$ cat src/hw/uart_link_pkg.sv
// Shared constants and types for the UART command link
// Serial timing, startup delay, command and reply codes, and the
// structs passed between receiver, controller and transmitter
package uart_link_pkg;

    // Serial and startup timing
    localparam int CLKS_PER_BIT   = 16;   // Clock cycles per serial bit
    localparam int STARTUP_CYCLES = 64;   // Delay before the status byte

    // Status byte sent once after startup
    localparam logic [7:0] BYTE_STATUS = 8'h00;

    // Command codes, matched on the full byte
    localparam logic [7:0] CMD_LED_ON     = 8'h33;
    localparam logic [7:0] CMD_LED_OFF    = 8'h66;
    localparam logic [7:0] CMD_LED_TOGGLE = 8'h9D;

    // Reply codes
    localparam logic [7:0] BYTE_ACK = 8'h3C;
    localparam logic [7:0] BYTE_NAK = 8'hC3;  // Parity error reply

    // Hamming(7,4) frame in a received byte
    // Codeword bit 0..6 is position 1..7: p1 p2 d1 p3 d2 d3 d4
    typedef struct packed {
        logic       spare;      // Top bit, ignored
        logic [6:0] codeword;
    } hamm_frame_t;

    // One received byte, read both as command and as codeword
    typedef union packed {
        logic [7:0]  raw;
        hamm_frame_t frame;
    } rx_word_u;

    // Receiver output, valid with the done strobe
    typedef struct packed {
        rx_word_u data;
        logic     parity_error;   // Even parity mismatch
    } rx_result_t;

    // Decoder output
    typedef struct packed {
        logic [3:0] nibble;     // d4..d1, d1 in bit 0
        logic       corrected;  // A bit was flipped
    } ham_result_t;

    // Board LEDs, all active low
    typedef struct packed {
        logic red;
        logic green;
        logic blue;
    } led_t;

endpackage

$ cat src/hw/hamming74_decoder.sv
// Hamming(7,4) decoder with single-bit correction
// Purely combinational; codeword bit 0 holds position 1
`timescale 1ns/10ps

module hamming74_decoder (
    input  logic [6:0]                 codeword,
    output uart_link_pkg::ham_result_t result
);

    logic [2:0] syndrome;   // Position of the bad bit, 0 if clean
    logic [6:0] fixed;

    // Parity checks over positions with the matching index bit set
    assign syndrome[0] = codeword[0] ^ codeword[2] ^ codeword[4] ^ codeword[6];  // 1 3 5 7
    assign syndrome[1] = codeword[1] ^ codeword[2] ^ codeword[5] ^ codeword[6];  // 2 3 6 7
    assign syndrome[2] = codeword[3] ^ codeword[4] ^ codeword[5] ^ codeword[6];  // 4 5 6 7

    always_comb begin
        fixed = codeword;
        if (syndrome != 3'd0) begin
            fixed[syndrome - 3'd1] = ~codeword[syndrome - 3'd1];   // Flip named bit
        end
    end

    // Data bits sit at positions 3, 5, 6, 7
    assign result.nibble    = {fixed[6], fixed[5], fixed[4], fixed[2]};
    assign result.corrected = (syndrome != 3'd0);

endmodule

$ cat src/hw/link_controller.sv
// Link controller with startup delay, status byte, command and codeword
// replies, LED state and a one-entry reply buffer toward the transmitter
// Replies start two cycles after rx_done when the transmitter is idle
`timescale 1ns/10ps

module link_controller (
    input  logic                       clk,
    input  logic                       rst_n,
    input  uart_link_pkg::rx_result_t  rx_result,
    input  logic                       rx_done,
    input  logic                       tx_busy,
    output logic [7:0]                 tx_data,
    output logic                       tx_start,
    output uart_link_pkg::led_t        led
);

    logic [$clog2(uart_link_pkg::STARTUP_CYCLES)-1:0] start_cnt;
    logic        started;       // Status byte issued
    logic        startup_done;  // Last startup cycle
    logic        buf_full;
    logic [7:0]  buf_data;
    logic        accept;        // Take this byte into the buffer
    logic        issue;         // Hand buffered reply to the transmitter
    logic        is_on;
    logic        is_off;
    logic        is_toggle;
    logic [7:0]  reply;
    uart_link_pkg::ham_result_t ham;

    hamming74_decoder u_hamming (
        .codeword (rx_result.data.frame.codeword),
        .result   (ham)
    );

    assign startup_done = !started && (start_cnt == uart_link_pkg::STARTUP_CYCLES - 1);
    assign accept       = rx_done && started && !buf_full;   // Drop if buffer still full
    assign issue        = buf_full && !tx_busy;

    // Same byte checked as raw command code
    assign is_on     = (rx_result.data.raw == uart_link_pkg::CMD_LED_ON);
    assign is_off    = (rx_result.data.raw == uart_link_pkg::CMD_LED_OFF);
    assign is_toggle = (rx_result.data.raw == uart_link_pkg::CMD_LED_TOGGLE);

    always_comb begin
        if (rx_result.parity_error) begin
            reply = uart_link_pkg::BYTE_NAK;
        end else if (is_on || is_off || is_toggle) begin
            reply = uart_link_pkg::BYTE_ACK;
        end else begin
            reply = {3'b000, ham.corrected, ham.nibble};   // Decoded codeword reply
        end
    end

    // Control state
    always_ff @(posedge clk) begin
        if (!rst_n) begin
            start_cnt <= '0;
            started   <= 1'b0;
            tx_start  <= 1'b0;
            buf_full  <= 1'b0;
            led       <= '1;    // All LEDs off
        end else begin
            tx_start <= 1'b0;
            if (!started) begin
                start_cnt <= start_cnt + 1'b1;
                if (startup_done) begin
                    started   <= 1'b1;
                    tx_start  <= 1'b1;       // Status byte
                    led.green <= 1'b0;       // Link running
                end
            end else if (issue) begin
                tx_start <= 1'b1;
                buf_full <= 1'b0;
            end

            if (accept) begin
                buf_full <= 1'b1;
                if (rx_result.parity_error) begin
                    led.red <= 1'b0;         // Sticky until reset
                end else if (is_on) begin
                    led.blue <= 1'b0;
                end else if (is_off) begin
                    led.blue <= 1'b1;
                end else if (is_toggle) begin
                    led.blue <= ~led.blue;
                end
            end
        end
    end

    // Reply bytes
    always_ff @(posedge clk) begin
        if (startup_done) begin
            tx_data <= uart_link_pkg::BYTE_STATUS;
        end else if (issue) begin
            tx_data <= buf_data;
        end
        if (accept) begin
            buf_data <= reply;
        end
    end

endmodule

$ cat src/hw/uart_link_top.sv
// Top level of the UART command link
// Receiver feeds the controller, the controller drives the transmitter
`timescale 1ns/10ps

module uart_link_top (
    input  logic                clk,
    input  logic                rst_n,
    input  logic                rx,
    output logic                tx,
    output uart_link_pkg::led_t led
);

    uart_link_pkg::rx_result_t rx_result;
    logic       rx_done;    // One-cycle strobe
    logic [7:0] tx_data;
    logic       tx_start;   // One-cycle strobe
    logic       tx_busy;

    uart_rx u_rx (
        .clk       (clk),
        .rst_n     (rst_n),
        .rx        (rx),
        .rx_result (rx_result),
        .rx_done   (rx_done)
    );

    link_controller u_ctrl (
        .clk       (clk),
        .rst_n     (rst_n),
        .rx_result (rx_result),
        .rx_done   (rx_done),
        .tx_busy   (tx_busy),
        .tx_data   (tx_data),
        .tx_start  (tx_start),
        .led       (led)
    );

    uart_tx u_tx (
        .clk      (clk),
        .rst_n    (rst_n),
        .tx_data  (tx_data),
        .tx_start (tx_start),
        .tx       (tx),
        .tx_busy  (tx_busy)
    );

endmodule

$ cat src/hw/uart_rx.sv
// UART receiver, 8 data bits, even parity, one stop bit
// Samples each bit in the middle of its bit time and gives a one-cycle
// done strobe at mid stop bit, with the byte and a parity error flag
`timescale 1ns/10ps

module uart_rx (
    input  logic                       clk,
    input  logic                       rst_n,
    input  logic                       rx,
    output uart_link_pkg::rx_result_t  rx_result,
    output logic                       rx_done
);

    typedef enum logic [2:0] {
        S_IDLE,
        S_START,
        S_DATA,
        S_PARITY,
        S_STOP
    } state_t;

    state_t state;

    logic [1:0] rx_sync;        // Two-flop synchronizer
    logic       rx_s;           // Synchronized line
    logic       rx_prev;        // Previous value, for edge detect
    logic [$clog2(uart_link_pkg::CLKS_PER_BIT)-1:0] bit_cnt;
    logic [2:0] bit_idx;        // Data bit index
    logic       bit_end;        // Last cycle of a bit time
    logic       half_end;       // Middle of start bit
    logic [7:0] shift_reg;
    logic       parity_bit;

    assign rx_s     = rx_sync[1];
    assign bit_end  = (bit_cnt == uart_link_pkg::CLKS_PER_BIT - 1);
    assign half_end = (bit_cnt == uart_link_pkg::CLKS_PER_BIT / 2 - 1);

    // Control path
    always_ff @(posedge clk) begin
        if (!rst_n) begin
            rx_sync <= 2'b11;   // Line idles high
            rx_prev <= 1'b1;
            state   <= S_IDLE;
            bit_cnt <= '0;
            bit_idx <= '0;
            rx_done <= 1'b0;
        end else begin
            rx_sync <= {rx_sync[0], rx};
            rx_prev <= rx_s;
            rx_done <= 1'b0;    // Strobe by default low

            case (state)
                S_IDLE: begin
                    bit_cnt <= '0;
                    if (rx_prev && !rx_s) begin   // Falling edge, maybe a start bit
                        state <= S_START;
                    end
                end
                S_START: begin
                    if (half_end) begin
                        bit_cnt <= '0;
                        bit_idx <= '0;
                        // Glitch if line went back high
                        state   <= rx_s ? S_IDLE : S_DATA;
                    end else begin
                        bit_cnt <= bit_cnt + 1'b1;
                    end
                end
                S_DATA: begin
                    if (bit_end) begin
                        bit_cnt <= '0;
                        bit_idx <= bit_idx + 1'b1;
                        if (bit_idx == 3'd7) begin
                            state <= S_PARITY;
                        end
                    end else begin
                        bit_cnt <= bit_cnt + 1'b1;
                    end
                end
                S_PARITY: begin
                    if (bit_end) begin
                        bit_cnt <= '0;
                        state   <= S_STOP;
                    end else begin
                        bit_cnt <= bit_cnt + 1'b1;
                    end
                end
                S_STOP: begin
                    if (bit_end) begin   // Mid stop bit
                        rx_done <= 1'b1;
                        state   <= S_IDLE;
                    end else begin
                        bit_cnt <= bit_cnt + 1'b1;
                    end
                end
                default: state <= S_IDLE;
            endcase
        end
    end

    // Data path, LSB first into the top of the shifter
    always_ff @(posedge clk) begin
        if (state == S_DATA && bit_end) begin
            shift_reg <= {rx_s, shift_reg[7:1]};
        end
        if (state == S_PARITY && bit_end) begin
            parity_bit <= rx_s;
        end
        if (state == S_STOP && bit_end) begin   // Held until next strobe
            rx_result.data.raw     <= shift_reg;
            rx_result.parity_error <= parity_bit ^ (^shift_reg);
        end
    end

endmodule

$ cat src/hw/uart_tx.sv
// UART transmitter, 8 data bits, even parity, one stop bit
// A one-cycle start strobe loads the byte; busy stays high from the
// next cycle through the end of the stop bit
`timescale 1ns/10ps

module uart_tx (
    input  logic       clk,
    input  logic       rst_n,
    input  logic [7:0] tx_data,
    input  logic       tx_start,
    output logic       tx,
    output logic       tx_busy
);

    logic [$clog2(uart_link_pkg::CLKS_PER_BIT)-1:0] clk_cnt;
    logic [3:0] bit_idx;       // 0 start, 1..8 data, 9 parity, 10 stop
    logic [9:0] shift_reg;     // Bits still to send after the start bit
    logic       load;
    logic       bit_end;

    assign load    = tx_start && !tx_busy;
    assign bit_end = (clk_cnt == uart_link_pkg::CLKS_PER_BIT - 1);

    // Line and bit timing
    always_ff @(posedge clk) begin
        if (!rst_n) begin
            tx      <= 1'b1;    // Idle high
            tx_busy <= 1'b0;
            clk_cnt <= '0;
            bit_idx <= '0;
        end else if (!tx_busy) begin
            if (load) begin
                tx      <= 1'b0;            // Start bit next cycle
                tx_busy <= 1'b1;
                clk_cnt <= '0;
                bit_idx <= '0;
            end
        end else if (bit_end) begin
            clk_cnt <= '0;
            if (bit_idx == 4'd10) begin     // End of stop bit
                tx_busy <= 1'b0;
                tx      <= 1'b1;
            end else begin
                tx      <= shift_reg[0];
                bit_idx <= bit_idx + 1'b1;
            end
        end else begin
            clk_cnt <= clk_cnt + 1'b1;
        end
    end

    // Frame shifter
    // Stop, parity and data are loaded together
    always_ff @(posedge clk) begin
        if (load) begin
            shift_reg <= {1'b1, ^tx_data, tx_data};   // Even parity over the byte
        end else if (tx_busy && bit_end) begin
            shift_reg <= {1'b1, shift_reg[9:1]};
        end
    end

endmodule

$ cat config.mk
export PLATFORM = sky130hd
export DESIGN_NAME = uart_link_top
export DESIGN_NICKNAME = d
export VERILOG_FILES = /design/src/hw/uart_link_pkg.sv /design/src/hw/hamming74_decoder.sv /design/src/hw/link_controller.sv /design/src/hw/uart_link_top.sv /design/src/hw/uart_rx.sv /design/src/hw/uart_tx.sv
export SDC_FILE = /design/constraint.sdc
export NUM_CORES = 1
export LEC_CHECK = 0
export BUFFER_PORTS_ARGS = -buffer_cell sky130_fd_sc_hd__buf_4
export CAP_MARGIN = 30
export CORE_ASPECT_RATIO = 0.6
export CORE_MARGIN = 2
export CORE_UTILIZATION = 56
export CTS_BUF_LIST = sky130_fd_sc_hd__clkbuf_8 sky130_fd_sc_hd__clkbuf_16
export DETAILED_ROUTE_END_ITERATION = 10
export MAX_ROUTING_LAYER = met4
export PLACE_DENSITY = 0.81
export SYNTH_ARGS = -nofsm -noshare
export SYNTH_HDL_FRONTEND = slang
export SYNTH_HIERARCHICAL = 1
export SYNTH_SLANG_ARGS = --single-unit
$ cat constraint.sdc
create_clock -name clk -period 2.2 [get_ports clk]
set_input_delay 0.22 -clock clk [delete_from_list [all_inputs] [get_ports clk]]
set_output_delay 0.22 -clock clk [all_outputs]
set_load 0.01 [all_outputs]
==> impl_results.md <==
- Final setup viols: 3
- Most numerous cell in the Yosys netlist: dfxtp_1
- Io pins: 7
- Met2 GRT Util: 29.6%
- Initial antenna violation count: 0
- Worst setup EP type: register
- Hold Crit Start: rx
- Tmin final: 2280 ps
- Netlist Area Pre-Place: 0.00371 mm²
- Clock Tree Buf Depth: 2
- Failing checks: setup timing
- Max-slew violations: 0
- Max_cap viols: 0
- Worst Tran Pin Value: 604 ps
- Starting Density: 59.5%
- Pre-Repair DR Iteration Count: 4
- Syn-to-layout area delta: 10.8%
- RSZ-0062 raised after global routing: true
- Yosys warns: 6
- Skew-Pair Late Insertion Delay: 350 ps
- Simple-gate share of the synthesized area: 16.8%
- Worst min path class: input port to register
- EDFF count, synth: 34
- Largest net degree at the start of global routing: 46
- Area contributors post-synth: edfxtp_1, dfxtp_1, xnor2_1
- Top cell type's share of synthesized area: 27.5%
- PortBufs: 6
- Remaining global-route overflow: 0
- WHS Endpoint: u_rx/rx_sync[0]
- Yosys top cell by area: edfxtp_1
- Crit-path slowest cell: edfxtp_1
- Critical path class: register to register
- GRT busiest layer: met2
- F_max: 0.439 GHz
- Sequential element share of the synthesized area: 50.7%
- Synthesized Nets: 339
- Number of buffers created by CTS: 9
- Complex-gate fraction of the synthesized area: 10.8%
- Mapped Cells: 327
- Mux cell area share after synthesis: 6.20%
- H-tree depth: 3
- Initial DRC count: 166
- Power, Total: 3.11 mW
- Final Wtd Congestion: 0.774
- Met1 usage: 28.0%
- DP HPWL: 4450 µm
- DRT Wirelength: 6440 µm
- Netlist cell types: 71
- First-pass GRT wire length: 11,000 µm
- Clk slew on worst S/H paths: 80 ps
- Final worst slack: -79.4 ps
- CP peak stage delay: 420 ps
- DIE AREA: 0.00732 mm²
- CTS tree: done
- Startpoint types: register
- Max VDD drop: 0.400 mV
- Clock Sinks: 77
- Final setup skew: 8.38 ps
- Period Utilization, post-route: 104%
- Largest family of logic cells by synthesized area: simple AND/OR/NAND/NOR gates
- R2R setup slack: -80 ps
- LEAKAGE: 1.47 nW
- Via density: 5.58
- NumNets Final: 352
- Primary FF master, synth: dfxtp_1
- RR Endpoint: u_ctrl/buf_data[1]
- Vias post-DR: 2,392
- XOR/XNOR Fraction of Synth Area: 7.92%
- Remaining DRCs: 0
- ANT nets after route: 0
- Data arrival, critical path: 2370 ps
- Vias in the first global route: 2,299
- Post-synth ARST share: 0%
- Worst Reg-to-Reg Cells: 10
- WHS Path Cells: 2
- Clk root buf: clkbuf_8
- Crit-path cells: xor2_1 -> xnor2_1 -> ha_1 -> and2b_2 -> ha_4 -> nor3_4 -> nor2b_4 -> xor2_1 -> nor2_1 -> nor2_1
- Flop and latch count out of synthesis: 77
- Post-layout util: 65.9%
- WL per Instance: 15.0 µm
- Required @ worst endpoint: 2300 ps
- Site row count: 22
- Outcome: finished with violations
- Mean Syn Cell Area: 11.4 µm²
- Post-synthesis adder-cell area fraction: 3.03%
- Layout cells sized above 1: 18.3%
- FF-to-FF Start: u_rx/rx_result[1]
- Commonest cells in the netlist: dfxtp_1, edfxtp_1, xnor2_1
- Rel. slew slack: 59.6%
- Power Dens Cells: 755 mW/mm²
- Ant. Diodes: 0
- Worst Path Max Fanout: 3
- Final Hold Violating Endpoints: 0
- Non-Filler Instances: 429
- Die width: 109 µm
- GRT Overall Usage: 20.8%
- CORE AREA: 0.00625 mm²
- Chip height: 67.1 µm
- Placed insts: 410
- Grt met3 use: 5.58%
[cell families (layout without fill, tap and decap cells)]
kind of cell             Yosys count  in the layout
AND/OR/NAND/NOR                  104            104
flip-flops                        77             77
AO/OA/AOI/OAI                     54             54
XOR/XNOR                          31             31
buffers and inverters             30             48
multiplexers                      22             22
adder cells (fa/ha/maj)            9              9
[final cells by class]
type	instances	area, µm²
well taps	84	105
clock inverters	7	114
fillers	466	2130
clock buffers	9	124
multi-input cells	220	1700
flip-flops and latches	77	1880
inverters	13	48.8
repair buffers	19	143
[metrics by stage]
stage / setup slack [ps] / hold WS [ps] / setup TNS [ps] / instance area [µm²]
final: -79.4 / 47.3 / -164 / 4120
after global routing: -204 / 42.8 / -606 / 4120
after CTS: -79.9 / 32.0 / -103 / 4090
after detailed placement: -159 / 392 / -223 / 3850
after global placement: -48.2 / 400 / -48.2 / 3850
after floorplan: -146 / 321 / -267 / 3740
[where the power goes]
group	switching (mW)	total [mW]	internal (mW)
clock	0.516	1.27	0.750
sequential	0.0563	1.57	1.52
combinational	0.138	0.269	0.131
total	0.710	3.11	2.40
[worst max-delay path by stage]
| stage | slack, ps | depth (start not counted) | endpoint | start |
|---|---|---|---|---|
| floorplan | -150 | 10 | u_ctrl/buf_data[1] | u_rx/rx_result[5] |
| global placement | -50 | 10 | u_ctrl/buf_data[1] | u_rx/rx_result[1] |
| detailed placement | -160 | 10 | u_ctrl/buf_data[1] | u_rx/rx_result[1] |
| CTS | -80 | 10 | u_ctrl/buf_data[1] | u_rx/rx_result[1] |
| global route | -200 | 10 | u_ctrl/buf_data[1] | u_rx/rx_result[1] |
| finish | -80 | 10 | u_ctrl/buf_data[1] | u_rx/rx_result[1] |
[repair_timing]
action                                  CTS  global route
hold buffers                              0             0
setup buffers                             1             2
gates resized for setup                   0             2
pin swaps                                 6             3
endpoints found under the setup margin    4             4
[metal layers]
| layer | routed length [µm] | share of wire [%] | vias to the layer above |
|---|---|---|---|
| li1 | - | - | 1197 |
| met1 | 3360 | 52 | 1171 |
| met2 | 2870 | 45 | 22 |
| met3 | 188 | 2.9 | 2 |
| met4 | 24 | 0.37 | 0 |
| met5 | 0 | 0 | - |
[critical path, delay by kind of cell (launching register included)]
kind	cells	cell delay, ps
adder cells (fa/ha/maj)	2	490
AND/OR/NAND/NOR	5	680
XOR/XNOR	3	430
flip-flops	1	420
[cell usage in the layout (no fill, tap or decap), types with 4 or more instances in the layout]
cell type | Yosys | routed
o21ai_0 | 11 | 11
inv_1 | 12 | 13
nor2_1 | 19 | 18
buf_4 | 2 | 19
clkbuf_8 | 0 | 9
nand3b_1 | 6 | 6
nand3_1 | 8 | 7
mux2_2 | 8 | 8
xnor2_1 | 24 | 24
mux2i_1 | 14 | 14
nand2_1 | 17 | 17
nand2b_1 | 5 | 5
edfxtp_1 | 34 | 34
a21o_1 | 4 | 4
and2_1 | 7 | 7
a21oi_1 | 7 | 7
nor2b_1 | 7 | 7
xor2_1 | 4 | 4
nand4_1 | 4 | 4
dfxtp_1 | 43 | 43
ha_1 | 9 | 8
Power figures use the tool's default switching activity.
